## src/include/rv_cfg.svh

```systemverilog
`ifndef RV_CFG_SVH
`define RV_CFG_SVH

// Data path and byte address width.
`define XLEN 32

// Register index width for 32 architectural registers.
`define REG_ADDR_W 5

// Depth of the unified word memory.
`define MEM_WORDS 1024

// Word address width. Byte address bits 11:2 select the word.
`define MEM_ADDR_W 10

`endif

```

## src/rv_pkg.sv

```systemverilog
`include "rv_cfg.svh"

package rv_pkg;

  // Major opcode groups of the supported RV32I subset.
  typedef enum logic [6:0] {
    OP     = 7'b0110011,
    OP_IMM = 7'b0010011,
    LUI    = 7'b0110111,
    LOAD   = 7'b0000011,
    STORE  = 7'b0100011,
    BRANCH = 7'b1100011,
    JAL    = 7'b1101111,
    SYSTEM = 7'b1110011
  } opcodeT;

  typedef enum logic [2:0] {
    ADD = 3'd0,
    SUB = 3'd1,
    AND = 3'd2,
    OR  = 3'd3,
    XOR = 3'd4,
    SLT = 3'd5
  } aluOpT;

  // One word request toward the unified memory.
  typedef struct packed {
    logic                   write;
    logic [`MEM_ADDR_W-1:0] addr;  // Word address.
    logic [`XLEN-1:0]       wdata;
  } memReqT;

  typedef struct packed {
    logic [`REG_ADDR_W-1:0] rs1;
    logic [`REG_ADDR_W-1:0] rs2;
    logic [`REG_ADDR_W-1:0] rd;
    aluOpT                  aluOp;
    logic [`XLEN-1:0]       imm;       // Already sign extended.
    logic                   useImm;    // Second ALU operand is the immediate.
    logic                   regWrite;
    logic                   isLoad;
    logic                   isStore;
    logic                   isBranch;
    logic                   branchNe;  // Set for BNE and clear for BEQ.
    logic                   isJal;
    logic                   isLui;
    logic                   isHalt;
    logic                   illegal;
  } decodedT;

endpackage

```

## src/core_ifs.sv

```systemverilog
`timescale 1ns/1ps
`include "rv_cfg.svh"

// Valid/ready request channel with a fixed one cycle response.
interface mem_if;
  logic              valid;
  logic              ready;
  rv_pkg::memReqT    req;
  logic              rvalid;  // Pulses one cycle after each accepted request.
  logic [`XLEN-1:0]  rdata;

  modport requester (output valid, output req, input ready, input rvalid, input rdata);
  modport responder (input valid, input req, output ready, output rvalid, output rdata);
endinterface

// Instruction hand-off from the fetch unit to the core, plus the redirect path back.
interface fetch_if;
  logic              instrValid;
  logic              instrReady;
  logic [`XLEN-1:0]  instr;
  logic [`XLEN-1:0]  pc;
  logic              redirect;    // One cycle pulse.
  logic [`XLEN-1:0]  redirectPc;

  modport fetcher (output instrValid, output instr, output pc,
                   input instrReady, input redirect, input redirectPc);
  modport core (input instrValid, input instr, input pc,
                output instrReady, output redirect, output redirectPc);
endinterface

```

## src/rv_core.sv

```systemverilog
`timescale 1ns/1ps
`include "rv_cfg.svh"

module rv_core (
  input  logic             clk,
  input  logic             arstN,
  fetch_if.core            fetch,
  mem_if.requester         memPort,
  output logic [`XLEN-1:0] a0,
  output logic             halted
);

  typedef enum logic [1:0] {IDLE, EXEC, MEM_WAIT} stateT;

  localparam int A0_REG = 10;

  stateT            state;
  rv_pkg::decodedT  dec;
  logic [`XLEN-1:0] instrQ;
  logic [`XLEN-1:0] pcQ;
  logic [`XLEN-1:0] regs [32];
  logic [`XLEN-1:0] rs1Val;
  logic [`XLEN-1:0] rs2Val;
  logic [`XLEN-1:0] opB;
  logic [`XLEN-1:0] aluResult;
  logic [`XLEN-1:0] wbData;
  logic             wbEn;
  logic             memOp;
  logic             taken;
  logic             haltedQ;

  rv_decoder uDecoder (.instr(instrQ), .dec(dec));

  assign rs1Val = (dec.rs1 == '0) ? '0 : regs[dec.rs1];  // x0 reads as zero.
  assign rs2Val = (dec.rs2 == '0) ? '0 : regs[dec.rs2];
  assign opB    = dec.useImm ? dec.imm : rs2Val;
  assign memOp  = dec.isLoad || dec.isStore;
  assign taken  = dec.branchNe ? (rs1Val != rs2Val) : (rs1Val == rs2Val);

  always_comb begin
    case (dec.aluOp)
      rv_pkg::SUB: aluResult = rs1Val - opB;
      rv_pkg::AND: aluResult = rs1Val & opB;
      rv_pkg::OR:  aluResult = rs1Val | opB;
      rv_pkg::XOR: aluResult = rs1Val ^ opB;
      rv_pkg::SLT: aluResult = {{(`XLEN-1){1'b0}}, $signed(rs1Val) < $signed(opB)};
      default:     aluResult = rs1Val + opB;
    endcase
  end

  assign fetch.instrReady = (state == IDLE);  // A halted core never leaves EXEC.
  assign fetch.redirect   = (state == EXEC) && (dec.isJal || (dec.isBranch && taken));
  assign fetch.redirectPc = pcQ + dec.imm;

  assign memPort.valid = (state == EXEC) && memOp;
  assign memPort.req   = '{write: dec.isStore, addr: aluResult[`MEM_ADDR_W+1:2], wdata: rs2Val};

  assign wbEn   = ((state == EXEC) && !memOp && dec.regWrite)
                || ((state == MEM_WAIT) && memPort.rvalid && dec.isLoad);
  assign wbData = (state == MEM_WAIT) ? memPort.rdata :
                  dec.isJal ? pcQ + `XLEN'd4 :
                  dec.isLui ? dec.imm : aluResult;

  always_ff @(posedge clk) begin
    if (fetch.instrValid && fetch.instrReady) begin
      instrQ <= fetch.instr;
      pcQ    <= fetch.pc;
    end
  end

  always_ff @(posedge clk or negedge arstN) begin
    if (!arstN) begin
      regs <= '{default: '0};
    end else if (wbEn && dec.rd != '0) begin
      regs[dec.rd] <= wbData;
    end
  end

  always_ff @(posedge clk or negedge arstN) begin
    if (!arstN) begin
      state   <= IDLE;
      haltedQ <= 1'b0;
    end else begin
      case (state)
        IDLE: if (fetch.instrValid) state <= EXEC;
        EXEC: begin
          if (dec.isHalt || dec.illegal) begin
            haltedQ <= 1'b1;  // Stay in EXEC until reset.
          end else if (memOp) begin
            if (memPort.ready) state <= MEM_WAIT;  // Stall while arbitration is lost.
          end else begin
            state <= IDLE;
          end
        end
        MEM_WAIT: if (memPort.rvalid) state <= IDLE;
        default: state <= IDLE;
      endcase
    end
  end

  assign a0     = regs[A0_REG];
  assign halted = haltedQ;

  noFetchWhenHalted: assert property (@(posedge clk) disable iff (!arstN)
    haltedQ |-> !fetch.instrReady);

  noMemWhenHalted: assert property (@(posedge clk) disable iff (!arstN)
    haltedQ |-> !memPort.valid);

endmodule

```

## src/rv_decoder.sv

```systemverilog
`timescale 1ns/1ps
`include "rv_cfg.svh"

module rv_decoder (
  input  logic [`XLEN-1:0] instr,
  output rv_pkg::decodedT  dec
);

  rv_pkg::opcodeT   opcode;
  logic [2:0]       funct3;
  logic [6:0]       funct7;
  logic [`XLEN-1:0] immI;
  logic [`XLEN-1:0] immS;
  logic [`XLEN-1:0] immB;
  logic [`XLEN-1:0] immU;
  logic [`XLEN-1:0] immJ;

  assign opcode = rv_pkg::opcodeT'(instr[6:0]);
  assign funct3 = instr[14:12];
  assign funct7 = instr[31:25];

  assign immI = {{(`XLEN-12){instr[31]}}, instr[31:20]};
  assign immS = {{(`XLEN-12){instr[31]}}, instr[31:25], instr[11:7]};
  assign immB = {{(`XLEN-12){instr[31]}}, instr[7], instr[30:25], instr[11:8], 1'b0};
  assign immU = {instr[31:12], 12'b0};
  assign immJ = {{(`XLEN-20){instr[31]}}, instr[19:12], instr[20], instr[30:21], 1'b0};

  always_comb begin
    dec       = '0;
    dec.rs1   = instr[19:15];
    dec.rs2   = instr[24:20];
    dec.rd    = instr[11:7];
    dec.aluOp = rv_pkg::ADD;  // Address and link arithmetic use ADD.
    case (opcode)
      rv_pkg::OP: begin
        case (funct3)
          3'b000: begin
            if (funct7[5]) dec.aluOp = rv_pkg::SUB;
          end
          3'b111: dec.aluOp = rv_pkg::AND;
          3'b110: dec.aluOp = rv_pkg::OR;
          3'b100: dec.aluOp = rv_pkg::XOR;
          3'b010: dec.aluOp = rv_pkg::SLT;
          default: dec.illegal = 1'b1;
        endcase
        if (funct7 != 7'h00 && !(funct7 == 7'h20 && funct3 == 3'b000)) dec.illegal = 1'b1;
        dec.regWrite = !dec.illegal;
      end
      rv_pkg::OP_IMM: begin  // ADDI only.
        dec.imm      = immI;
        dec.useImm   = 1'b1;
        dec.illegal  = (funct3 != 3'b000);
        dec.regWrite = !dec.illegal;
      end
      rv_pkg::LUI: begin
        dec.imm      = immU;
        dec.isLui    = 1'b1;
        dec.regWrite = 1'b1;
      end
      rv_pkg::LOAD: begin  // Word loads only.
        dec.imm      = immI;
        dec.useImm   = 1'b1;
        dec.illegal  = (funct3 != 3'b010);
        dec.isLoad   = !dec.illegal;
        dec.regWrite = !dec.illegal;
      end
      rv_pkg::STORE: begin
        dec.imm     = immS;
        dec.useImm  = 1'b1;
        dec.illegal = (funct3 != 3'b010);
        dec.isStore = !dec.illegal;
      end
      rv_pkg::BRANCH: begin
        dec.imm      = immB;
        dec.illegal  = (funct3[2:1] != 2'b00);
        dec.isBranch = !dec.illegal;
        dec.branchNe = funct3[0];
      end
      rv_pkg::JAL: begin
        dec.imm      = immJ;
        dec.isJal    = 1'b1;
        dec.regWrite = 1'b1;
      end
      rv_pkg::SYSTEM: begin
        if (instr[31:7] == '0) dec.isHalt = 1'b1;  // ECALL.
        else dec.illegal = 1'b1;
      end
      default: dec.illegal = 1'b1;
    endcase
  end

endmodule

```

## src/flat_wrapper.sv

```systemverilog
// flat-port wrapper written by rule: the top's interface ports become plain ports
module rv_core_flat 
  (clk, arstN, a0, halted, fetch_instrValid, fetch_instr, fetch_pc, fetch_instrReady, fetch_redirect, fetch_redirectPc, memPort_valid, memPort_req, memPort_ready, memPort_rvalid, memPort_rdata);
  fetch_if fetch_i ();
  mem_if memPort_i ();
  input  logic clk;
  input  logic arstN;
  output logic [`XLEN-1:0] a0;
  output logic halted;
  input wire logic [$bits(fetch_i.instrValid)-1:0] fetch_instrValid;
  input wire logic [$bits(fetch_i.instr)-1:0] fetch_instr;
  input wire logic [$bits(fetch_i.pc)-1:0] fetch_pc;
  output wire logic [$bits(fetch_i.instrReady)-1:0] fetch_instrReady;
  output wire logic [$bits(fetch_i.redirect)-1:0] fetch_redirect;
  output wire logic [$bits(fetch_i.redirectPc)-1:0] fetch_redirectPc;
  output wire logic [$bits(memPort_i.valid)-1:0] memPort_valid;
  output wire logic [$bits(memPort_i.req)-1:0] memPort_req;
  input wire logic [$bits(memPort_i.ready)-1:0] memPort_ready;
  input wire logic [$bits(memPort_i.rvalid)-1:0] memPort_rvalid;
  input wire logic [$bits(memPort_i.rdata)-1:0] memPort_rdata;
  assign fetch_i.instrValid = fetch_instrValid;
  assign fetch_i.instr = fetch_instr;
  assign fetch_i.pc = fetch_pc;
  assign fetch_instrReady = fetch_i.instrReady;
  assign fetch_redirect = fetch_i.redirect;
  assign fetch_redirectPc = fetch_i.redirectPc;
  assign memPort_valid = memPort_i.valid;
  assign memPort_req = memPort_i.req;
  assign memPort_i.ready = memPort_ready;
  assign memPort_i.rvalid = memPort_rvalid;
  assign memPort_i.rdata = memPort_rdata;
  rv_core u_core (.clk(clk), .arstN(arstN), .fetch(fetch_i), .memPort(memPort_i), .a0(a0), .halted(halted));
endmodule
```

## config.mk

```make
export PLATFORM = sky130hd
export DESIGN_NAME = rv_core_flat
export DESIGN_NICKNAME = d
export VERILOG_FILES = /design/src/rv_pkg.sv /design/src/core_ifs.sv /design/src/rv_core.sv /design/src/rv_decoder.sv /design/src/flat_wrapper.sv
export VERILOG_INCLUDE_DIRS = /design/src /design/src/include
export SDC_FILE = /design/constraint.sdc
export NUM_CORES = 2
export LEC_CHECK = 0
export BUFFER_PORTS_ARGS = -buffer_cell sky130_fd_sc_hd__buf_2
export CAP_MARGIN = 20
export CORE_AREA = 2 2 406 408
export DETAILED_ROUTE_END_ITERATION = 6
export DIE_AREA = 0 0 408 410
export SETUP_SLACK_MARGIN = 0.3
export SLEW_MARGIN = 20
export SYNTH_ARGS = -nofsm -noshare
export SYNTH_HDL_FRONTEND = slang
export SYNTH_SLANG_ARGS = --single-unit
export TNS_END_PERCENT = 50
```

## constraint.sdc

```tcl
create_clock -name clk -period 5.5 [get_ports clk]
set_clock_uncertainty 0.15 [all_clocks]
set_input_delay 0.55 -clock clk [delete_from_list [all_inputs] [get_ports clk]]
set_output_delay 0.55 -clock clk [all_outputs]
set_load 0.03 [all_outputs]
```

==> summary.txt <==
Synthesis
  • Yosys warning count: 0
  • Ys async rst share: 0.941
  • Seq/Total Area, Yosys: 0.427
  • Synthesized-area fraction occupied by adder cells: 0.0257
  • Post-synth top area cell: dfrtp_1
  • Synth Register Bits: around 1,100
  • XOR/XNOR Fraction of Synth Area: 0.0137
  • Top-area cell type share of the netlist area: 0.397
  • Post-synthesis compound-gate area fraction: 0.173
  • Post-Synth Simple-Gate Area: 0.113
  • Largest cells by area after synthesis: dfrtp_1, mux4_2, o21ai_0, nand2_1, edfxtp_1
  • Cell count after synthesis: 6,305
  • Post-Syn Area per Cell: 10.3 um^2
  • EDFF count, synth: 64
  • Largest family of logic cells by synthesized area: multiplexers
  • Mux contribution to synthesized area: 0.199
  • Post-synth top flop: dfrtp_1
  • Yosys cell types: 90
  • Syn nets: 6,537
  • Syn Std Cell Area: 64,700 um^2

Power
  • Leak: 36.2 nW
  • Cell Pwr Density: 349 nW/um^2
  • VDD IR max: 0.293 mV

Finish
  • Most common cell after layout, fill and taps aside: nand2_1
  • Layout cell share with drive strength beyond 1: 0.345
  • Fin nets: between 7,000 and 8,000
  • Design Area, Final: 83,400 um^2
  • Fin util: 0.510
  • Commonest cells after routing, fill and taps aside: nand2_1, dfrtp_1, buf_4, o21ai_0, mux4_2
  • Fill count: 14,492
  • Area Growth Syn to Fin: 28.9%

CTS
  • Num CTS Buffers: approximately 120
  • Clk_lat worst skew: between 0.8 and 0.9 ns
  • Sink Count: 1,091
  • Clock transition at the registers of the reported paths: around 0.070 ns
  • CTS tree: built
  • CTS Buffer Depth: 3
  • H-tree Lvls: 3
  • Clk Tree Root Cell: clkbuf_16

Timing
  • Slew of the pin with the lowest slew margin: 1.17 ns
  • Max frequency: 0.164 GHz
  • Setup TNS Final: -277.27 ns
  • Final worst-path cycle share: 1.11
  • Final setup violation count: just under 800
  • Fin. max-slew vios: 0
  • Post-layout min period: 6.10 ns
  • Fin worst setup slack: -0.600 ns
  • Relative slew slack: 0.218
  • RSZ-0062 raised after global routing: true
  • Final hold vios: 0

Routing
  • Post-Route WL: about 300 mm
  • Iter 0 DRT Violations: 8,073
  • Vias per cell: around 6.3
  • Residual DRC: 0
  • Via Count: ~60,000
  • Final ANT Viol Nets: 0
  • WL per Instance: 31.5 um
  • Pre-antenna DRT Iters: 6

Floorplanning
  • DIE WIDTH: between 400 and 500 um
  • Rows: 149
  • Initial core utilization: 0.396
  • Core area: 163,000 um^2
  • Die Height: 410 um
  • Num ports: 212
  • Die area: 167,000 um^2

Worst setup path
  • Critical path, cell by cell: buf_12, buf_16, buf_4, mux4_2, mux2_4, a221oi_4, buf_4, a21oi_4, nand2b_4, o31ai_4, a21o_1, buf_6, buf_6, ha_4, o21ba_4, nor4_4, or3_4, and3_4, a211oi_2, buf_4, o211a_1, o221ai_4, buf_6
  • CP max stage cell: edfxtp_1
  • CP peak stage delay: 0.41 ns
  • Worst setup path class: flip-flop to primary output
  • Critical path arrival: about 5.4 ns
  • Buf+Inv Stages, Crit Path: 8
  • Startpoint types: flip-flop
  • Crit end category: primary output
  • Max FO, Critical Path: 5
  • CP top delay family: compound AO/OA/AOI/OAI gates
  • WP data required: 4.80 ns

Global route
  • GRT overflow: 0
  • Initial antenna violation count: 15
  • Largest net degree at the start of global routing: 144
  • Tot GR Track Use: 0.346
  • Vias in the first global route: between 50,000 and 60,000
  • First-pass GRT wire length: between 400 and 500 mm

Min path
  • Min-delay worst type: primary input to flip-flop

Run
  • Max Cap Violations: 0

Place
  • DP Wirelength: 208 mm
  • IO Port Bufs: ~210
  • GP Congestion: ~1.1
  • Dpl cell area: 74,600 um^2

Run status
  • Failing checks: negative setup slack
  • Status: finished, violations left
## path summary, 6_finish.rpt
check / from / endpoint / slack (ns) / cells after the start
worst max-delay path: u_core.instrQ[20] / memPort_req[41] / -0.60 / 23
worst min-delay path: memPort_rdata[4] / u_core.regs[132] / 0.14 / 4
worst max register to register: u_core.instrQ[20] / u_core.regs[510] / -0.59 / 26
worst min register to register: u_core.regs[1004] / u_core.regs[1004] / 0.24 / 0
max in group asynchronous: arstN / u_core.regs[118] / 3.36 / 4
min in group asynchronous: arstN / u_core.regs[435] / 0.27 / 2
## where the power goes
part           switching [W]  internal (W)
combinational        0.00700       0.00489
clock                0.00363       0.00483
sequential          0.000340       0.00843
## metal layers
| layer | share of wire | vias up | global-route usage |
|---|---|---|---|
| met1 | 0.38 | 29899 | 0.456 |
| met4 | 0.066 | 18 | 0.198 |
| li1 | - | 24872 | - |
| met2 | 0.44 | 3845 | 0.517 |
| met3 | 0.12 | 802 | 0.0887 |
| met5 | 0.0011 | - | 0 |
## state kept, by name, indices dropped and copies added (netlist names)
name and cells:
u_core.a0 32, u_core.pcQ 32, u_core.regs 992, u_core.halted 1, u_core.instrQ 32, u_core.state 2
## worst reg2reg max path, delay by kind of cell, from the launching register on
| kind | cells | cell delay (ns) |
|---|---|---|
| buffers and inverters | 8 | 1.26 |
| adders and majority gates | 1 | 0.36 |
| muxes | 2 | 0.69 |
| DFF | 1 | 0.41 |
| AOI/OAI and AO/OA | 11 | 2.15 |
| and+or+nand+nor | 4 | 0.89 |
## what timing repair did
action	in CTS	in global routing
pin swaps	71	122
setup endpoints to repair	966	960
gates cloned	10	18
endpoints found under the hold margin	147	0
buffers inserted	78	66
hold buffers	66	0
resized for setup	243	340
## Yosys cell counts (44+ instances only)
cell type	count
nor2_1	301
nand2_1	1033
mux2_2	82
clkbuf_1	468
edfxtp_1	64
dfrtp_1	1027
o21ai_1	57
a21oi_1	326
a22oi_1	142
buf_4	44
o21ai_0	882
nor3_1	55
a21o_1	49
inv_1	131
xnor2_1	72
ha_1	128
o31ai_1	114
mux2i_1	53
mux4_2	506
nand3_1	63
buf_2	107
## cells by family after synthesis
family                   count (synthesis)
flip-flops                            1091
AND/OR/NAND/NOR                       1697
adder cells (fa/ha/maj)                131
XOR/XNOR                               101
multiplexers                           641
AO/OA/AOI/OAI                         1872
buffers and inverters                  772
## stage by stage
stage / setup slack (ns) / hold slack [ns] / std cells / total power, W
3_3_place_gp: -0.701 / 0.226 / 8987 / 0.0188
2_1_floorplan: -0.0806 / 0.104 / 6305 / 0.0137
5_1_grt: -0.705 / 0.157 / 9448 / 0.0299
3_5_place_dp: -0.782 / 0.233 / 8987 / 0.0188
4_1_cts: -0.499 / 0.108 / 9363 / 0.0278
6_report: -0.600 / 0.143 / 9452 / 0.0291
## final cells by class
class / count / area [um^2] / share of cell area
clock buffers: 178 / 3510 / 0.0421
clock inverters: 44 / 523 / 0.00627
flip-flops and latches: 1091 / 27600 / 0.331
multi-input cells: 4442 / 36100 / 0.433
well taps: 2189 / 2740 / 0.0328
inverters: 131 / 492 / 0.00589
diodes: 5 / 12.5 / 0.000150
repair buffers: 1372 / 12400 / 0.148
No activity file was read; power rests on OpenSTA's default activity.
