$ cat src/include/rv_cfg.svh
`ifndef RV_CFG_SVH
`define RV_CFG_SVH

// Data path and byte address width.
`define XLEN 32

// Register index width for 32 architectural registers.
`define REG_ADDR_W 5

// Depth of the unified word memory.
`define MEM_WORDS 1024

// Word address width. Byte address bits 11:2 select the word.
`define MEM_ADDR_W 10

`endif

$ cat src/rv_pkg.sv
`include "rv_cfg.svh"

package rv_pkg;

  // Major opcode groups of the supported RV32I subset.
  typedef enum logic [6:0] {
    OP     = 7'b0110011,
    OP_IMM = 7'b0010011,
    LUI    = 7'b0110111,
    LOAD   = 7'b0000011,
    STORE  = 7'b0100011,
    BRANCH = 7'b1100011,
    JAL    = 7'b1101111,
    SYSTEM = 7'b1110011
  } opcodeT;

  typedef enum logic [2:0] {
    ADD = 3'd0,
    SUB = 3'd1,
    AND = 3'd2,
    OR  = 3'd3,
    XOR = 3'd4,
    SLT = 3'd5
  } aluOpT;

  // One word request toward the unified memory.
  typedef struct packed {
    logic                   write;
    logic [`MEM_ADDR_W-1:0] addr;  // Word address.
    logic [`XLEN-1:0]       wdata;
  } memReqT;

  typedef struct packed {
    logic [`REG_ADDR_W-1:0] rs1;
    logic [`REG_ADDR_W-1:0] rs2;
    logic [`REG_ADDR_W-1:0] rd;
    aluOpT                  aluOp;
    logic [`XLEN-1:0]       imm;       // Already sign extended.
    logic                   useImm;    // Second ALU operand is the immediate.
    logic                   regWrite;
    logic                   isLoad;
    logic                   isStore;
    logic                   isBranch;
    logic                   branchNe;  // Set for BNE and clear for BEQ.
    logic                   isJal;
    logic                   isLui;
    logic                   isHalt;
    logic                   illegal;
  } decodedT;

endpackage

$ cat src/core_ifs.sv
`timescale 1ns/1ps
`include "rv_cfg.svh"

// Valid/ready request channel with a fixed one cycle response.
interface mem_if;
  logic              valid;
  logic              ready;
  rv_pkg::memReqT    req;
  logic              rvalid;  // Pulses one cycle after each accepted request.
  logic [`XLEN-1:0]  rdata;

  modport requester (output valid, output req, input ready, input rvalid, input rdata);
  modport responder (input valid, input req, output ready, output rvalid, output rdata);
endinterface

// Instruction hand-off from the fetch unit to the core, plus the redirect path back.
interface fetch_if;
  logic              instrValid;
  logic              instrReady;
  logic [`XLEN-1:0]  instr;
  logic [`XLEN-1:0]  pc;
  logic              redirect;    // One cycle pulse.
  logic [`XLEN-1:0]  redirectPc;

  modport fetcher (output instrValid, output instr, output pc,
                   input instrReady, input redirect, input redirectPc);
  modport core (input instrValid, input instr, input pc,
                output instrReady, output redirect, output redirectPc);
endinterface

$ cat src/fetch_unit.sv
`timescale 1ns/1ps
`include "rv_cfg.svh"

module fetch_unit (
  input logic      clk,
  input logic      arstN,
  input logic      run,
  mem_if.requester memPort,
  fetch_if.fetcher core
);

  logic [`XLEN-1:0] pcQ;           // Address being fetched or of the held word.
  logic [`XLEN-1:0] instrQ;
  logic [`XLEN-1:0] redirPcQ;
  logic             instrValidQ;
  logic             outstandingQ;  // Response returns this cycle.
  logic             dropQ;         // Next response belongs to a stale path.
  logic             staleQ;        // Waiting request was overtaken by a redirect.
  logic             fire;
  logic             takeInstr;

  assign memPort.valid = run && !instrValidQ && !outstandingQ;
  assign memPort.req   = '{write: 1'b0, addr: pcQ[`MEM_ADDR_W+1:2], wdata: '0};
  assign fire          = memPort.valid && memPort.ready;
  assign takeInstr     = core.instrValid && core.instrReady;

  assign core.instrValid = instrValidQ;
  assign core.instr      = instrQ;
  assign core.pc         = pcQ;

  always_ff @(posedge clk) begin
    if (memPort.rvalid) instrQ <= memPort.rdata;
    if (core.redirect) redirPcQ <= core.redirectPc;
  end

  always_ff @(posedge clk or negedge arstN) begin
    if (!arstN) begin
      pcQ          <= '0;
      instrValidQ  <= 1'b0;
      outstandingQ <= 1'b0;
      dropQ        <= 1'b0;
      staleQ       <= 1'b0;
    end else begin
      outstandingQ <= fire;  // Memory latency is exactly one cycle.
      if (takeInstr) begin
        instrValidQ <= 1'b0;
        pcQ         <= pcQ + `XLEN'd4;
      end else if (memPort.rvalid && !dropQ && !core.redirect) begin
        instrValidQ <= 1'b1;
      end
      if (memPort.rvalid) dropQ <= 1'b0;
      if (core.redirect) begin
        if (memPort.valid && !memPort.ready) begin
          staleQ <= 1'b1;  // Request must stay stable, so the jump waits for it.
        end else begin
          pcQ   <= core.redirectPc;
          dropQ <= fire;
        end
      end else if (staleQ && fire) begin
        staleQ <= 1'b0;
        pcQ    <= redirPcQ;
        dropQ  <= 1'b1;
      end
    end
  end

endmodule

$ cat src/flat_wrapper.sv
// flat-port wrapper written by rule: the top's interface ports become plain ports
module fetch_unit_flat 
  (clk, arstN, run, memPort_valid, memPort_req, memPort_ready, memPort_rvalid, memPort_rdata, core_instrValid, core_instr, core_pc, core_instrReady, core_redirect, core_redirectPc);
  mem_if memPort_i ();
  fetch_if core_i ();
  input logic clk;
  input logic arstN;
  input logic run;
  output wire logic [$bits(memPort_i.valid)-1:0] memPort_valid;
  output wire logic [$bits(memPort_i.req)-1:0] memPort_req;
  input wire logic [$bits(memPort_i.ready)-1:0] memPort_ready;
  input wire logic [$bits(memPort_i.rvalid)-1:0] memPort_rvalid;
  input wire logic [$bits(memPort_i.rdata)-1:0] memPort_rdata;
  output wire logic [$bits(core_i.instrValid)-1:0] core_instrValid;
  output wire logic [$bits(core_i.instr)-1:0] core_instr;
  output wire logic [$bits(core_i.pc)-1:0] core_pc;
  input wire logic [$bits(core_i.instrReady)-1:0] core_instrReady;
  input wire logic [$bits(core_i.redirect)-1:0] core_redirect;
  input wire logic [$bits(core_i.redirectPc)-1:0] core_redirectPc;
  assign memPort_valid = memPort_i.valid;
  assign memPort_req = memPort_i.req;
  assign memPort_i.ready = memPort_ready;
  assign memPort_i.rvalid = memPort_rvalid;
  assign memPort_i.rdata = memPort_rdata;
  assign core_instrValid = core_i.instrValid;
  assign core_instr = core_i.instr;
  assign core_pc = core_i.pc;
  assign core_i.instrReady = core_instrReady;
  assign core_i.redirect = core_redirect;
  assign core_i.redirectPc = core_redirectPc;
  fetch_unit u_core (.clk(clk), .arstN(arstN), .run(run), .memPort(memPort_i), .core(core_i));
endmodule
$ cat config.mk
export PLATFORM = sky130hd
export DESIGN_NAME = fetch_unit_flat
export DESIGN_NICKNAME = d
export VERILOG_FILES = /design/src/rv_pkg.sv /design/src/core_ifs.sv /design/src/fetch_unit.sv /design/src/flat_wrapper.sv
export VERILOG_INCLUDE_DIRS = /design/src /design/src/include
export SDC_FILE = /design/constraint.sdc
export NUM_CORES = 1
export LEC_CHECK = 0
export ABC_AREA = 0
export ABC_CLOCK_PERIOD_IN_PS = 3300
export BUFFER_PORTS_ARGS = -buffer_cell sky130_fd_sc_hd__buf_4
export CAP_MARGIN = 25
export CORE_ASPECT_RATIO = 1.25
export CORE_MARGIN = 3
export CORE_UTILIZATION = 49
export CTS_CLUSTER_SIZE = 8
export DETAILED_ROUTE_END_ITERATION = 8
export PLACE_DENSITY = 0.9
export SLEW_MARGIN = 0
export SYNTH_ARGS = -nofsm -noshare
export SYNTH_HDL_FRONTEND = slang
export SYNTH_SLANG_ARGS = --single-unit
$ cat constraint.sdc
create_clock -name clk -period 3.3 [get_ports clk]
set_input_delay 0.33 -clock clk [delete_from_list [all_inputs] [get_ports clk]]
set_output_delay 0.33 -clock clk [all_outputs]
set_load 0.02 [all_outputs]
==> metrics, run 1 <==
Post-Route WL=around 11 mm; Die Span X=between 90 and 100 µm; Seq cells post-synth=100; Worst setup SP type=register; share of cells above drive strength 1=between 30% and 40%; R2R Setup Slk=1080 ps; Post-synth EDFFs=64; Leak=~2.4 nW; Least-Margin Pin Slew=~770 ps; Buffers on Ports=146; row cnt=37; Final Net Count=535; Avg WL per Cell=approximately 18 µm; Ys Warns=0; vias=3104; DR top layer=met4; setup_tns=0 ps; Final GP Congestion=around 0.85; post-synth cell types=34; CTS root buf=clkbuf_8; final non-filler cell total=585; clock sinks=100; max-cap violations=0; initial antenna violation count=0; r2r startpoint=u_core.core.instrValid; WHS Endpoint=u_core.core.instr[18]; Peak supply drop=about 0.36 mV; final setup vio count=0; Max Fclk=0.451 GHz; crit path max fanout=18; DIE HEIGHT=111 µm; Fin. Hold Viols=0; Worst Hold Depth=1; ratio of final minimum period to clock period=between 60% and 70%; drt via density=~5.3; Num CTS Buffers=9; outcome=finished clean; Arr. time, crit path=about 2500 ps; critical path data required time=between 3000 and 4000 ps; mean post-synth cell area=around 13 µm²; main flop type after synthesis=edfxtp_1; register area share after synthesis=between 60% and 70%; pin count of the biggest net entering global routing=41; CTS tree=built; pwr/cell area=around 560 mW/mm²; clock slew at reported path FFs=roughly 100 ps; Period minus WS final=2220 ps; post-route ant nets=0; Worst Hold Class=in -> reg; total gr overflow=0; most frequent cells in the layout=buf_4, edfxtp_1, dfrtp_1, o21ai_1, conb_1; initial cell density of the core=roughly half; met2 WL=roughly 5.5 mm; Max Slew Vio Count=0; met3 routed WL=approximately 1.1 mm; CP endpoint kind=register; Inst Count DP=568; CTS max path bufs=2; Layout Skew=around 12 ps; I/O pins=180; DP HPWL=approximately 8 mm; commonest non-fill, non-tap cell in the layout=buf_4; Mapped Cells=roughly 320; gr usage total=about a fifth; share of synthesized flip-flops with an asynchronous set or reset=~36%; R2R Path End=u_core.core.pc[25]; antenna diode count=0; vias in the first global route=about 3200; Hold Startpoint=memPort_rdata[18]; first-pass GRT wire length=16.7 mm; DR iter-0 viols=between 200 and 250; number of fill cells=approximately 630; M1 WL=between 3 and 4 mm; Synth Cell Area=between 0.004 and 0.005 mm²; kind of critical path=reg -> reg; Slew HR=a little under 50%; core area=~0.0084 mm²; drt first pass iters=4; H-Tree Depth=3; Area growth syn-to-layout=28.3%; die area=between 0.01 and 0.015 mm²; Reg2Reg Depth=6; clk_lat worst skew=around 360 ps; RSZ-0062 raised after global routing=false; DRC Markers=0
[flip-flops by register name (all words and copies together), names as in the netlist]
register	count
u_core.outstandingQ	1
u_core.dropQ	1
u_core.core.instrValid	1
u_core.core.pc	32
u_core.staleQ	1
u_core.core.instr	32
u_core.redirPcQ	32
[worst max-delay path: stages (launching register included)]
cell and delay (ps):
dfrtp_1 460, or3b_4 480, inv_2 110, a21oi_1 110, nor2_2 480, buf_4 340
o21ai_1 120
[worst max path at each step]
stage / startpoint / end / slack, ps / cells past startpoint
6_report: u_core.core.instrValid / u_core.core.pc[25] / 1080 / 6
5_1_grt: u_core.core.instrValid / u_core.core.pc[25] / 890 / 6
2_1_floorplan: u_core.core.instrValid / u_core.core.pc[10] / 1560 / 7
3_5_place_dp: u_core.core.instrValid / u_core.core.pc[24] / 1100 / 6
4_1_cts: u_core.core.instrValid / u_core.core.pc[25] / 1060 / 6
3_3_place_gp: u_core.core.pc[6] / u_core.core.pc[23] / 1000 / 5
[kinds of logic (layout without fill, tap and decap cells)]
| kind of cell | Yosys count | in the layout | synth area share, % |
|---|---|---|---|
| simple gates | 63 | 63 | 9.21 |
| other cells | 1 | 33 | 0.0862 |
| compound gates | 71 | 71 | 10.0 |
| buf+inv | 57 | 170 | 9.44 |
| flops | 100 | 100 | 64.9 |
| xor+xnor | 29 | 29 | 5.84 |
| fa+ha+maj | 1 | 1 | 0.288 |
| mux | 1 | 1 | 0.230 |
[per-layer routing]
layer	GRT usage, %	up-vias
li1	-	1403
met1	26.3	1482
met2	36.4	207
met3	5.54	12
met4	6.84	0
met5	0	-
[metrics by stage]
step,power (W),instance area [µm²],utilization [%],setup WS [ps],hold slack [ps]
after detailed placement,0.00233,5350,63.5,1100,322
after global routing,0.00327,5580,66.2,894,110
after floorplan,0.00202,4470,-,1560,34.4
final,0.00313,5580,66.2,1080,136
after CTS,0.00315,5580,66.2,1060,124
after global placement,0.00230,5350,63.5,997,315
[layout make-up]
type	instances	area [µm²]	area share, %
clock buffers	9	124	2.22
flip-flops and latches	100	2820	50.6
inverters	3	11.3	0.202
well taps	117	146	2.62
clock inverters	7	91.3	1.64
multi-input cells	198	1250	22.4
repair buffers	151	1140	20.4
[timing repair]
action,in CTS,in global routing
setup buffers,0,0
resized for setup,0,0
endpoints found under the hold margin,36,0
hold buffers,1,0
[synthesized netlist by cell type, types with 2 or more instances]
cell type	n	share of area, %
nor4_2	2	0.58
buf_2	7	0.81
and4_1	3	0.60
nand3_1	10	1.2
a21oi_1	3	0.35
o21ai_0	3	0.35
o21ai_1	33	3.8
edfxtp_1	64	44
nor2_1	6	0.52
inv_1	2	0.17
nand4_1	11	1.6
and2_1	2	0.29
and3_1	7	1.0
a22oi_1	32	5.5
buf_4	44	7.6
buf_6	3	0.78
nor3_1	3	0.35
nand2_1	10	0.86
dfrtp_1	36	21
xnor2_1	8	1.6
xor2_1	21	4.2
[power breakdown]
part           leakage [nW]  switching (W)  internal [W]  total (W)
clock                 0.109       0.000405      0.000424   0.000829
sequential             1.07       0.000133       0.00148    0.00161
combinational          1.17       0.000401      0.000291   0.000693
total                  2.35       0.000939       0.00219    0.00313
No activity file was read; power rests on OpenSTA's default activity.
==> run 2, diff against run 1 <==
--- a/config.mk
+++ b/config.mk
@@ -6,8 +6,8 @@
 export SDC_FILE = /design/constraint.sdc
 export NUM_CORES = 1
 export LEC_CHECK = 0
-export ABC_AREA = 0
-export ABC_CLOCK_PERIOD_IN_PS = 3300
+export ABC_AREA = 1
+export ABC_CLOCK_PERIOD_IN_PS = 2100
 export BUFFER_PORTS_ARGS = -buffer_cell sky130_fd_sc_hd__buf_4
 export CAP_MARGIN = 25
 export CORE_ASPECT_RATIO = 1.25
@@ -15,7 +15,7 @@
 export CORE_UTILIZATION = 49
 export CTS_CLUSTER_SIZE = 8
 export DETAILED_ROUTE_END_ITERATION = 8
-export PLACE_DENSITY = 0.9
+export PLACE_DENSITY = 0.88
 export SLEW_MARGIN = 0
 export SYNTH_ARGS = -nofsm -noshare
 export SYNTH_HDL_FRONTEND = slang
==> constraint.sdc (replaced) <==
create_clock -name clk -period 2.1 [get_ports clk]
set_input_delay 0.21 -clock clk [delete_from_list [all_inputs] [get_ports clk]]
set_output_delay 0.21 -clock clk [all_outputs]
set_load 0.02 [all_outputs]
==> run 2 against run 1 <==
Non-clock buffer count is 3 lower. Via count rose by 24%. Combinational power is 110% higher. Setup slack worse by 730 ps. Highest routed layer unchanged.
==> metrics, run 2 <==
outcome=finished clean; Area growth syn-to-layout=26.3%; Arr. time, crit path=1980 ps (-470 ps); row cnt=40 (+8.1%); final non-filler cell total=771 (+32%); CTS tree=built; kind of critical path=reg -> reg; DP HPWL=8.87 mm (+11%); post-route ant nets=0 (unchanged); first-pass GRT wire length=18.0 mm (+7.9%); Synth top area share=39.5% (-4.7 points); Post-Route WL=11.6 mm (+8.7%); pwr/cell area=923 mW/mm² (+64%); most frequent cells in the layout=nand2_1, buf_4, edfxtp_1, nand3_1, inv_1; Die Span X=95.2 µm (+5.4%); antenna diode count=0 (unchanged); vias in the first global route=3750 (+19%); initial cell density of the core=50.4% (-1.2 points); total gr overflow=0 (unchanged); Reg2Reg Depth=8 (+2); Seq cells post-synth=100 (unchanged); vias=3835 (+24%); clock sinks=100 (unchanged); CTS root buf=clkbuf_16; Max Fclk=0.572 GHz (+27%); clock slew at reported path FFs=70 ps (-30 ps); max-cap violations=0 (unchanged); Worst Hold Class=in -> reg; Worst Hold Depth=1 (unchanged); Synth Cell Area=0.00487 mm² (+12%); Post-synth EDFFs=64 (unchanged); DRC Markers=0 (unchanged); DIE HEIGHT=117 µm (+5.5%); die area=0.0112 mm² (+11%); DR iter-0 viols=217 (+5.3%); mean post-synth cell area=9.74 µm² (-28%); core area=0.00966 mm² (+15%); RSZ-0062 raised after global routing=false; Synth top cells by count=nand2_1, edfxtp_1, nand3_1; Peak supply drop=0.512 mV (+41%); post-synth top area cell=edfxtp_1; Fin. Hold Viols=0 (unchanged); commonest non-fill, non-tap cell in the layout=nand2_1; crit path max fanout=6 (-12); CP endpoint kind=register; gr usage total=21.1% (-0.12 points); Avg WL per Cell=15.0 µm (-18%); Buffers on Ports=146 (unchanged); Max Slew Vio Count=0 (unchanged); CTS max path bufs=2 (unchanged); share of synthesized flip-flops with an asynchronous set or reset=36.0% (unchanged); Worst setup SP type=register; Final Net Count=712 (+33%); post-synth cell types=33 (-2.9%); setup_tns=0 ps (unchanged); post-CTS setup buffers=0 (unchanged); Ys Warns=0 (unchanged); ratio of final minimum period to clock period=83.3% (+16 points); I/O pins=180 (unchanged); Least-Margin Pin Slew=565 ps (-200 ps); drt first pass iters=4 (unchanged); critical path data required time=2330 ps (-1200 ps); Num CTS Buffers=9 (unchanged); Period minus WS final=1750 ps (-471 ps); Layout Skew=6.57 ps (-5.73 ps); clk_lat worst skew=350 ps (about the same); Inst Count DP=754 (+33%); Mapped Cells=500 (+55%); cells taking the most area after synthesis=edfxtp_1, dfrtp_1, nand2_1; final core utilization=63.7% (-2.6 points); Leak=2.86 nW (+22%); Slew HR=62.3% (+13 points); share of cells above drive strength 1=29.3% (-8.5 points); Final GP Congestion=0.923 (+8.3%); main flop type after synthesis=edfxtp_1; library cell with the highest instance count after synthesis=nand2_1; drt via density=4.97 (-6.3%); register area share after synthesis=58.0% (-6.9 points); initial antenna violation count=0 (unchanged); pin count of the biggest net entering global routing=37 (-9.8%); H-Tree Depth=3 (unchanged); final setup vio count=0 (unchanged)
run 2: cell count changes after synthesis, sizes merged, moves of 5 or more:
cell / previous run / this run
and3: 7 / 0
nand2: 10 / 159
inv: 3 / 49
o211ai: 0 / 5
o21bai: 0 / 5
nand4: 12 / 6
nor2: 7 / 38
xor2: 21 / 4
a22oi: 32 / 1
nand3: 11 / 51
o21ai: 36 / 3
run 2: worst paths after layout:
kind / slack, ps / from / end
max: 350 / u_core.core.pc[3] / u_core.core.pc[20]
min: 30 / memPort_rdata[31] / u_core.core.instr[31]
max reg2reg: 350 / u_core.core.pc[3] / u_core.core.pc[20]
min reg2reg: 460 / u_core.redirPcQ[9] / u_core.core.pc[9]
max in group asynchronous: 1390 / arstN / u_core.core.pc[26]
min in group asynchronous: 370 / arstN / u_core.core.pc[0]
run 2: cells by family (layout without fill, tap and decap cells):
logic type | Yosys count | in the layout | synth area share, %
xor gates and xnor gates | 14 | 14 | 2.52
and+or+nand+nor | 263 | 263 | 24.3
DFF | 100 | 100 | 58.0
muxes | 1 | 1 | 0.206
other | 1 | 33 | 0.0770
AOI/OAI and AO/OA | 19 | 19 | 2.75
buffers and inverters | 101 | 214 | 12.0
adders and majority gates | 1 | 1 | 0.257
run 2: stage by stage:
step	hold slack, ps	instance area [µm²]	total power, W	setup slack (ps)
final	32.5	6150	0.00567	352
after floorplan	-85.6	4990	0.00355	492
after global placement	192	5860	0.00411	413
after CTS	23.2	6150	0.00572	342
after global routing	19.2	6150	0.00597	172
after detailed placement	201	5860	0.00414	355
run 2: layer usage:
| layer | up-vias | GRT usage (%) | routed length [µm] |
|---|---|---|---|
| li1 | 1831 | - | - |
| met5 | - | 0 | 0 |
| met4 | 0 | 11.8 | 349 |
| met3 | 27 | 4.36 | 991 |
| met1 | 1794 | 23.4 | 4270 |
| met2 | 183 | 36.6 | 5990 |
run 2: report_power, final:
group	total [W]	internal, W	switching (W)
combinational	0.00148	0.000581	0.000896
sequential	0.00262	0.00236	0.000257
clock	0.00158	0.000822	0.000754
total	0.00567	0.00377	0.00191
run 2: area by class of cell:
cell class              count  area, µm²
flip-flops and latches    100       2820
clock buffers               9        225
fillers                   804       3510
clock inverters             7       57.6
repair buffers            148       1110
multi-input cells         331       1580
inverters                  50        189
well taps                 126        158
run 2: what timing repair did:
action,in CTS,in global routing
hold buffers,1,0
gates resized for setup,0,0
hold endpoints to repair,36,0
run 2: critical path, cell delays in order, from the launching register on:
cell and delay (ps):
dfrtp_1 430, ha_1 230, nand3_1 150, nor2_4 200, nand3_2 110, nor2_1 240
nand2_1 80, o211ai_1 110, nand3_1 90
