[src/include/rv_cfg.svh]
`ifndef RV_CFG_SVH
`define RV_CFG_SVH

// Data path and byte address width.
`define XLEN 32

// Register index width for 32 architectural registers.
`define REG_ADDR_W 5

// Depth of the unified word memory.
`define MEM_WORDS 1024

// Word address width. Byte address bits 11:2 select the word.
`define MEM_ADDR_W 10

`endif

[src/rv_pkg.sv]
`include "rv_cfg.svh"

package rv_pkg;

  // Major opcode groups of the supported RV32I subset.
  typedef enum logic [6:0] {
    OP     = 7'b0110011,
    OP_IMM = 7'b0010011,
    LUI    = 7'b0110111,
    LOAD   = 7'b0000011,
    STORE  = 7'b0100011,
    BRANCH = 7'b1100011,
    JAL    = 7'b1101111,
    SYSTEM = 7'b1110011
  } opcodeT;

  typedef enum logic [2:0] {
    ADD = 3'd0,
    SUB = 3'd1,
    AND = 3'd2,
    OR  = 3'd3,
    XOR = 3'd4,
    SLT = 3'd5
  } aluOpT;

  // One word request toward the unified memory.
  typedef struct packed {
    logic                   write;
    logic [`MEM_ADDR_W-1:0] addr;  // Word address.
    logic [`XLEN-1:0]       wdata;
  } memReqT;

  typedef struct packed {
    logic [`REG_ADDR_W-1:0] rs1;
    logic [`REG_ADDR_W-1:0] rs2;
    logic [`REG_ADDR_W-1:0] rd;
    aluOpT                  aluOp;
    logic [`XLEN-1:0]       imm;       // Already sign extended.
    logic                   useImm;    // Second ALU operand is the immediate.
    logic                   regWrite;
    logic                   isLoad;
    logic                   isStore;
    logic                   isBranch;
    logic                   branchNe;  // Set for BNE and clear for BEQ.
    logic                   isJal;
    logic                   isLui;
    logic                   isHalt;
    logic                   illegal;
  } decodedT;

endpackage

[src/core_ifs.sv]
`timescale 1ns/1ps
`include "rv_cfg.svh"

// Valid/ready request channel with a fixed one cycle response.
interface mem_if;
  logic              valid;
  logic              ready;
  rv_pkg::memReqT    req;
  logic              rvalid;  // Pulses one cycle after each accepted request.
  logic [`XLEN-1:0]  rdata;

  modport requester (output valid, output req, input ready, input rvalid, input rdata);
  modport responder (input valid, input req, output ready, output rvalid, output rdata);
endinterface


[src/mem_arbiter.sv]
`timescale 1ns/1ps

module mem_arbiter #(
  parameter type reqT = rv_pkg::memReqT
) (
  input logic      clk,
  input logic      arstN,
  mem_if.responder hostPort,
  mem_if.responder dataPort,
  mem_if.responder fetchPort,
  mem_if.requester memPort
);

  localparam logic [1:0] TAG_NONE  = 2'd0;
  localparam logic [1:0] TAG_HOST  = 2'd1;
  localparam logic [1:0] TAG_DATA  = 2'd2;
  localparam logic [1:0] TAG_FETCH = 2'd3;

  logic [2:0] grant;  // Bit 0 host, bit 1 data, bit 2 fetch.
  logic [1:0] tagD;
  logic [1:0] tagQ;   // Owner of the response due this cycle.
  reqT        winReq;

  always_comb begin
    grant  = 3'b000;
    tagD   = TAG_NONE;
    winReq = fetchPort.req;
    if (hostPort.valid) begin  // Host loading always wins.
      grant  = 3'b001;
      tagD   = TAG_HOST;
      winReq = hostPort.req;
    end else if (dataPort.valid) begin
      grant  = 3'b010;
      tagD   = TAG_DATA;
      winReq = dataPort.req;
    end else if (fetchPort.valid) begin
      grant = 3'b100;
      tagD  = TAG_FETCH;
    end
  end

  assign memPort.valid   = |grant;
  assign memPort.req     = winReq;
  assign hostPort.ready  = grant[0] && memPort.ready;  // Losers see ready low and hold.
  assign dataPort.ready  = grant[1] && memPort.ready;
  assign fetchPort.ready = grant[2] && memPort.ready;

  always_ff @(posedge clk or negedge arstN) begin
    if (!arstN) begin
      tagQ <= TAG_NONE;
    end else begin
      tagQ <= (memPort.valid && memPort.ready) ? tagD : TAG_NONE;
    end
  end

  assign hostPort.rvalid  = memPort.rvalid && (tagQ == TAG_HOST);
  assign dataPort.rvalid  = memPort.rvalid && (tagQ == TAG_DATA);
  assign fetchPort.rvalid = memPort.rvalid && (tagQ == TAG_FETCH);
  assign hostPort.rdata   = memPort.rdata;  // Qualified by the routed rvalid.
  assign dataPort.rdata   = memPort.rdata;
  assign fetchPort.rdata  = memPort.rdata;

  grantOneHot: assert property (@(posedge clk) disable iff (!arstN) $onehot0(grant));

  rvalidToGranted: assert property (@(posedge clk) disable iff (!arstN)
    ({fetchPort.rvalid, dataPort.rvalid, hostPort.rvalid} != 3'b000) |->
    ({fetchPort.rvalid, dataPort.rvalid, hostPort.rvalid} ==
      $past(grant & {3{memPort.ready}})));

endmodule

[src/flat_wrapper.sv]
// flat-port wrapper written by rule: the top's interface ports become plain ports
module mem_arbiter_flat 
#(
  parameter type reqT = rv_pkg::memReqT
)
  (clk, arstN, hostPort_valid, hostPort_req, hostPort_ready, hostPort_rvalid, hostPort_rdata, dataPort_valid, dataPort_req, dataPort_ready, dataPort_rvalid, dataPort_rdata, fetchPort_valid, fetchPort_req, fetchPort_ready, fetchPort_rvalid, fetchPort_rdata, memPort_valid, memPort_req, memPort_ready, memPort_rvalid, memPort_rdata);
  mem_if hostPort_i ();
  mem_if dataPort_i ();
  mem_if fetchPort_i ();
  mem_if memPort_i ();
  input logic clk;
  input logic arstN;
  input wire logic [$bits(hostPort_i.valid)-1:0] hostPort_valid;
  input wire logic [$bits(hostPort_i.req)-1:0] hostPort_req;
  output wire logic [$bits(hostPort_i.ready)-1:0] hostPort_ready;
  output wire logic [$bits(hostPort_i.rvalid)-1:0] hostPort_rvalid;
  output wire logic [$bits(hostPort_i.rdata)-1:0] hostPort_rdata;
  input wire logic [$bits(dataPort_i.valid)-1:0] dataPort_valid;
  input wire logic [$bits(dataPort_i.req)-1:0] dataPort_req;
  output wire logic [$bits(dataPort_i.ready)-1:0] dataPort_ready;
  output wire logic [$bits(dataPort_i.rvalid)-1:0] dataPort_rvalid;
  output wire logic [$bits(dataPort_i.rdata)-1:0] dataPort_rdata;
  input wire logic [$bits(fetchPort_i.valid)-1:0] fetchPort_valid;
  input wire logic [$bits(fetchPort_i.req)-1:0] fetchPort_req;
  output wire logic [$bits(fetchPort_i.ready)-1:0] fetchPort_ready;
  output wire logic [$bits(fetchPort_i.rvalid)-1:0] fetchPort_rvalid;
  output wire logic [$bits(fetchPort_i.rdata)-1:0] fetchPort_rdata;
  output wire logic [$bits(memPort_i.valid)-1:0] memPort_valid;
  output wire logic [$bits(memPort_i.req)-1:0] memPort_req;
  input wire logic [$bits(memPort_i.ready)-1:0] memPort_ready;
  input wire logic [$bits(memPort_i.rvalid)-1:0] memPort_rvalid;
  input wire logic [$bits(memPort_i.rdata)-1:0] memPort_rdata;
  assign hostPort_i.valid = hostPort_valid;
  assign hostPort_i.req = hostPort_req;
  assign hostPort_ready = hostPort_i.ready;
  assign hostPort_rvalid = hostPort_i.rvalid;
  assign hostPort_rdata = hostPort_i.rdata;
  assign dataPort_i.valid = dataPort_valid;
  assign dataPort_i.req = dataPort_req;
  assign dataPort_ready = dataPort_i.ready;
  assign dataPort_rvalid = dataPort_i.rvalid;
  assign dataPort_rdata = dataPort_i.rdata;
  assign fetchPort_i.valid = fetchPort_valid;
  assign fetchPort_i.req = fetchPort_req;
  assign fetchPort_ready = fetchPort_i.ready;
  assign fetchPort_rvalid = fetchPort_i.rvalid;
  assign fetchPort_rdata = fetchPort_i.rdata;
  assign memPort_valid = memPort_i.valid;
  assign memPort_req = memPort_i.req;
  assign memPort_i.ready = memPort_ready;
  assign memPort_i.rvalid = memPort_rvalid;
  assign memPort_i.rdata = memPort_rdata;
  mem_arbiter #(.reqT(reqT)) u_core (.clk(clk), .arstN(arstN), .hostPort(hostPort_i), .dataPort(dataPort_i), .fetchPort(fetchPort_i), .memPort(memPort_i));
endmodule
[config.mk]
export PLATFORM = sky130hd
export DESIGN_NAME = mem_arbiter_flat
export DESIGN_NICKNAME = d
export VERILOG_FILES = /design/src/rv_pkg.sv /design/src/core_ifs.sv /design/src/mem_arbiter.sv /design/src/flat_wrapper.sv
export VERILOG_INCLUDE_DIRS = /design/src /design/src/include
export SDC_FILE = /design/constraint.sdc
export NUM_CORES = 1
export LEC_CHECK = 0
export ABC_AREA = 0
export BUFFER_PORTS_ARGS = -buffer_cell sky130_fd_sc_hd__buf_2
export CAP_MARGIN = 20
export CELL_PAD_IN_SITES_DETAIL_PLACEMENT = 1
export CELL_PAD_IN_SITES_GLOBAL_PLACEMENT = 1
export CORE_ASPECT_RATIO = 0.5
export CORE_UTILIZATION = 14
export CTS_CLUSTER_SIZE = 16
export DETAILED_ROUTE_END_ITERATION = 16
export GPL_TIMING_DRIVEN = 0
export PLACE_DENSITY = 0.8
export SYNTH_ARGS = -nofsm -noshare
export SYNTH_HDL_FRONTEND = slang
export SYNTH_SLANG_ARGS = --single-unit
export TNS_END_PERCENT = 10
[constraint.sdc]
create_clock -name clk -period 0.8 [get_ports clk]
set_input_delay 0.16 -clock clk [delete_from_list [all_inputs] [get_ports clk]]
set_output_delay 0.16 -clock clk [all_outputs]
set_load 0.02 [all_outputs]
==> key figures, run 1 <==
Run status
  – Outcome: finished, violations left
  – Failing checks: setup timing

STA
  – RSZ-0062 raised after global routing: true
  – Crit path time final: 1.11 ns
  – Setup violations, final: 49
  – Worst slew margin: 0.847
  – Fin crit share: 1.38
  – Hold Vio Cnt, Final: 0
  – Worst Max-Slew Pin Slew: about 0.22 ns
  – Total negative slack: -10.60 ns
  – PnR worst setup slack: -0.307 ns
  – Peak Freq: 0.903 GHz
  – Final slew viol count: 0

Synthesis
  – Number of synthesized register bits: 2
  – Sequential share of the synthesized area: 0.0284
  – EDFF count, synth: 0
  – Most used DFF post-synth: dfrtp_1
  – Post-Syn Nets: 422
  – Top cell type's share of synthesized area: 0.413
  – Synth unique cells: 17
  – Synth Cell Area: 1760 um2
  – Most common cell in the synthesized netlist: buf_4
  – FFs w/ async S/R, synth: 1.00
  – Syn avg cell area: 6.95 um2
  – Yosys Warn Count: 0
  – Top post-synthesis cells by area: buf_4 (41%), mux2i_1 (24%), o21ai_1 (12%), nand2_1 (9.4%), dfrtp_1 (2.8%)
  – Area leader, netlist: buf_4
  – Synth cell count leaders: buf_4 (97), nand2_1 (44), mux2i_1 (43), o21ai_1 (43)
  – Synthesized instance count: around 250

Routing
  – Post-DR vias/cell: roughly 3.9
  – # DRC: 0
  – Wire per inst: between 10 and 15 um
  – Drt first pass iters: 4
  – Vias after detailed routing: approximately 2700
  – DRT antenna net count: 0
  – 1st-iter DRT viols: 49
  – Detailed Route WL: approximately 11 mm

Clocking
  – Clock tree buffer depth: 2
  – Reg clk slew, reported paths: 0.03 ns
  – Htree depth: 1
  – Root buffer selected by CTS: clkbuf_16
  – CTS buffer count: 3
  – Clk sinks: 2
  – CTS tree: yes

Die
  – Die Area: 13100 um2
  – Die height: 81.4 um
  – I/O Pins: 314
  – Die Wd: ~160 um
  – Initial core utilization: 0.146
  – Core area: 12100 um2
  – # rows: 28

Setup path
  – CP Class: input port to primary output
  – Crit-path slowest cell: mux2i_2
  – CP Data Arrival Time: roughly 0.95 ns
  – Slowest stage delay, CP: 0.24 ns
  – CP Data Required Time: around 0.64 ns
  – Critical path buffers and inverters: 3
  – Maximum fanout along the worst path: 11
  – CP top delay family: buffers and inverters
  – Critical Path End Type: primary output
  – Setup crit start kind: input port
  – Crit-path cells: buf_16 > buf_12 > mux2i_2 > o21ai_2 > buf_4

GRT
  – First-pass GRT wire length: 14.6 mm
  – Vias in the first global route: 2775
  – Grt total ovfl: 0
  – Initial antenna violation count: 0
  – Total GRT Usage: 0.143
  – Largest net degree at the start of global routing: 11

Power
  – Max VDD drop: roughly 0.35 mV
  – Power Dens Cells: 879 nW/um2
  – Leakage: 2.36 nW

Place
  – Post-DP HPWL: 8.72 mm
  – RePlAce Congestion: between 0.7 and 0.8
  – PortBufs: between 200 and 300
  – Placed cell count: 698

Layout
  – Seq. cell area: ~50 um2
  – Area of the multi-input gates: 1280 um2
  – Nets: 713
  – Share of cells above drive strength 1: 0.845
  – Fillers: 1523
  – Ant diodes: 0
  – Synth-to-Final Area Change: 142%
  – Top Registers: u_core.tagQ: 2 flops
  – Most flops, register: u_core.tagQ
  – Fin cells: ~700
  – Max reg flops: 2

Hold path
  – Hold Path Class: input port to flip-flop

Run
  – Number of max-cap violations: 0
-- cell families (layout without fill, tap and decap cells) --
kind of cell           after synthesis  count (layout)  synth area share
AO/OA/AOI/OAI                       44              44             0.126
buffers and inverters              111             400             0.467
flip-flops                           2               2            0.0284
multiplexers                        43              43             0.244
AND/OR/NAND/NOR                     54              54             0.134
-- power breakdown --
group          internal (mW)  switching (mW)  total (mW)  leakage [nW]
Clock                  0.636           0.119       0.755        0.0370
Sequential             0.108         0.00388       0.112        0.0258
Combinational           1.46            1.43        2.89          2.30
-- final cells by class --
type / count / share of cell area
Multi-Input combinational cell: 141 / 0.299
Tap cell: 165 / 0.0483
Sequential cell: 2 / 0.0117
Clock buffer: 3 / 0.0175
Buffer: 111 / 0.229
Timing Repair Buffer: 286 / 0.395
-- final timing paths --
| kind | startpoint | endpoint | slack (ns) | depth (start not counted) |
|---|---|---|---|---|
| max | dataPort_valid | memPort_req[16] | -0.31 | 5 |
| min | hostPort_valid | u_core.tagQ[1] | 0.21 | 2 |
| max in group asynchronous | arstN | u_core.tagQ[0] | 0.42 | 2 |
| min in group asynchronous | arstN | u_core.tagQ[1] | 0.27 | 2 |
-- repair_timing --
| item | 4_1_cts | 5_1_grt |
|---|---|---|
| endpoints found under the hold margin | 2 | 0 |
| hold buffers | 1 | 0 |
| gates cloned | 2 | 1 |
| setup buffers | 3 | 0 |
| pin swaps | 0 | 1 |
| gates resized for setup | 99 | 25 |
| endpoints found under the setup margin | 50 | 49 |
-- layout by cell type, fill, tap and decap left out --
master and instances:
buf_16 3, buf_6 26, and3b_1 3, buf_4 109
mux2i_4 10, o21ai_1 7, or3_1 1, dlygate4sd3_1 1
o21ai_4 10, buf_12 6, nand2_1 44, clkbuf_8 5
and3_1 1, nor2b_4 1, dfrtp_1 2, nor3b_2 1
o21ai_2 26, clkbuf_16 4, mux2i_2 12, and2_1 1
nor2_1 2, mux2i_1 21, o21a_1 1, buf_2 244
buf_8 2
-- per-layer routing --
metal / global-route usage / vias to the layer above / wire (um)
met1: 0.163 / 1297 / 3950
li1: - / 1335 / -
met4: 0.0358 / 0 / 120
met3: 0.0102 / 11 / 359
met2: 0.293 / 90 / 6080
met5: 0 / - / 0
-- stage by stage --
stage	hold slack [ns]	utilization	instance area, um2	worst slack (ns)	total power [mW]
floorplan	-0.136	-	2010	-0.174	1.69
global placement	-0.0441	0.300	3620	-0.679	2.53
detailed placement	-0.0411	0.300	3620	-0.712	2.58
CTS	0.203	0.344	4150	-0.305	3.68
global route	0.217	0.355	4280	-0.346	3.96
finish	0.206	0.355	4280	-0.307	3.76
Note: power is estimated with default switching activity, not from simulation.
==> inputs of run 2 (changes only) <==
Settings changed: GPL_TIMING_DRIVEN 0 to not set.
==> run 2 against run 1 <==
The run still ends with setup timing left. Via count fell by 28%. First-iteration DRC count rose by 4.1%. Cell count fell by 27%. Clock-buffer cell count did not move. Sequential power barely moved. Setup slack got worse by 0.0051 ns. Power fell by 26%. Flip-flop and latch count did not move. Combinational power fell by 34%. Clock power fell by 0.8%.
==> key figures, run 2 (synthesis results as in run 1) <==
Setup path
  – Crit-path slowest cell: dfrtp_1
  – Critical path buffers and inverters: 1 (-2)
  – Slowest stage delay, CP: 0.38 ns (+0.14 ns)
  – Crit-path cells: and3b_1 > buf_6
  – Levels on crit path: 2 (-3)
  – CP Data Required Time: 0.64 ns (about the same)
  – Maximum fanout along the worst path: 3 (-8)
  – Setup crit start kind: flip-flop
  – CP Data Arrival Time: 0.95 ns (about the same)
  – CP top delay family: flip-flops
  – CP Class: flip-flop to primary output
  – Critical Path End Type: primary output

GRT
  – Total GRT Usage: 0.112 (-0.0316)
  – Largest net degree at the start of global routing: 20 (+9)
  – Grt total ovfl: 0 (unchanged)
  – First-pass GRT wire length: 11.1 mm (-24%)
  – Vias in the first global route: 2006 (-28%)
  – Initial antenna violation count: 0 (unchanged)

Layout
  – Ant diodes: 0 (unchanged)
  – Max reg flops: 2 (unchanged)
  – Most flops, register: u_core.tagQ
  – Commonest non-fill, non-tap cell in the layout: buf_2
  – Most frequent cells in the layout: buf_2 (157), nand2_1 (43), o21ai_2 (25)
  – Fin cells: 514 (-27%)
  – Nets: 519 (-27%)
  – Fillers: 1493 (-2.0%)
  – Top Registers: u_core.tagQ: 2 flops
  – Share of cells above drive strength 1: 0.765 (-0.0803)
  – Seq. cell area: 50.0 um2 (unchanged)
  – Area of the multi-input gates: 1280 um2 (+0.29%)
  – Fin util: 0.251 (-0.104)
  – Synth-to-Final Area Change: 71.6%

Clocking
  – CTS tree: yes
  – Htree depth: 1 (unchanged)
  – Root buffer selected by CTS: clkbuf_16
  – CTS buffer count: 3 (unchanged)
  – Reg clk slew, reported paths: 0.03 ns (about the same)
  – Clock tree buffer depth: 2 (unchanged)
  – Clk sinks: 2 (unchanged)

Hold path
  – Hold Path Class: input port to flip-flop
  – Hold_sp: memPort_ready
  – Hold Path Cell Cnt: 2 (unchanged)
  – WHS Endpoint: u_core.tagQ[0]

STA
  – Worst slew margin: 0.860 (+0.0124)
  – Setup violations, final: 50 (+2.0%)
  – PnR worst setup slack: -0.312 ns (-0.00514 ns)
  – Hold Vio Cnt, Final: 0 (unchanged)
  – RSZ-0062 raised after global routing: true
  – Peak Freq: 0.899 GHz (-0.46%)
  – Crit path time final: 1.11 ns (+0.00514 ns)
  – Final slew viol count: 0 (unchanged)
  – Worst Max-Slew Pin Slew: 0.206 ns (-0.0182 ns)
  – Total negative slack: -12.88 ns (-2.27 ns)
  – WHS: 0.201 ns (-0.00474 ns)
  – Fin crit share: 1.39 (+0.00643)

Die
  – Die height: 81.4 um (unchanged)
  – Die Wd: 161 um (unchanged)
  – Core area: 12100 um2 (unchanged)
  – Die Area: 13100 um2 (unchanged)
  – I/O Pins: 314 (unchanged)
  – # rows: 28 (unchanged)
  – Initial core utilization: 0.146 (unchanged)

Power
  – Max VDD drop: 0.452 mV (+27%)
  – Leakage: 1.50 nW (-37%)
  – Power Dens Cells: 917 nW/um2 (+4.3%)

Routing
  – 1st-iter DRT viols: 51 (+4.1%)
  – Post-DR vias/cell: 3.81 (-1.3%)
  – Vias after detailed routing: 1959 (-28%)
  – Wire per inst: 15.7 um (+5.7%)
  – Detailed Route WL: 8.07 mm (-23%)
  – # DRC: 0 (unchanged)
  – DRT antenna net count: 0 (unchanged)
  – Drt first pass iters: 4 (unchanged)

Place
  – PortBufs: 185 (-34%)
  – RePlAce Congestion: 0.674 (-15%)
  – Post-DP HPWL: 6.21 mm (-29%)
  – Placed cell count: 504 (-28%)

Run status
  – Failing checks: setup timing
  – Outcome: finished, violations left

Run
  – Number of max-cap violations: 0 (unchanged)
-- run 2: changes by cell type in the layout (fill, tap and decap cells not counted), sizes merged --
cell    delta
buf      -188
clkbuf     -6
-- run 2: what timing repair did --
action                                  4_1_cts  5_1_grt
hold buffers                                  1        0
gates cloned                                  5        0
endpoints found under the setup margin       51       50
pin swaps                                     0        1
endpoints found under the hold margin         2        0
resized for setup                            41       49
setup buffers                                 1        0
-- run 2: worst max-delay path by stage --
stage	startpoint	to	slack [ns]
after global routing	u_core.tagQ[0]	dataPort_rvalid	-0.34
final	u_core.tagQ[0]	dataPort_rvalid	-0.31
after CTS	dataPort_valid	memPort_valid	-0.32
after global placement	dataPort_valid	memPort_req[23]	-0.41
after detailed placement	dataPort_valid	memPort_req[24]	-0.44
after floorplan	hostPort_valid	memPort_req[27]	-0.17
-- run 2: metrics by stage --
step           total power, mW  instance area (um2)  setup WS (ns)
4_1_cts                   2.63                 2840         -0.323
2_1_floorplan             1.69                 2010         -0.174
3_5_place_dp              1.66                 2450         -0.435
3_3_place_gp              1.61                 2450         -0.407
5_1_grt                   2.91                 3030         -0.341
6_report                  2.77                 3030         -0.312
-- run 2: report_power, final --
group | switching (mW) | leakage (nW) | total [mW] | internal [mW]
Sequential | 0.00529 | 0.0258 | 0.113 | 0.108
Clock | 0.113 | 0.0370 | 0.749 | 0.636
Combinational | 0.945 | 1.44 | 1.91 | 0.968
Total | 1.06 | 1.50 | 2.77 | 1.71
-- run 2: area by class of cell --
| type | count | area share |
|---|---|---|
| Clock buffer | 3 | 0.0248 |
| Multi-Input combinational cell | 141 | 0.423 |
| Sequential cell | 2 | 0.0165 |
| Tap cell | 165 | 0.0682 |
| Timing Repair Buffer | 203 | 0.467 |
-- run 2: metal layers --
| metal | routed length (um) | up-vias | GRT usage |
|---|---|---|---|
| li1 | - | 956 | - |
| met5 | 0 | - | 0 |
| met1 | 3180 | 912 | 0.131 |
| met4 | 76 | 0 | 0.0283 |
| met2 | 4200 | 78 | 0.197 |
| met3 | 604 | 13 | 0.0383 |
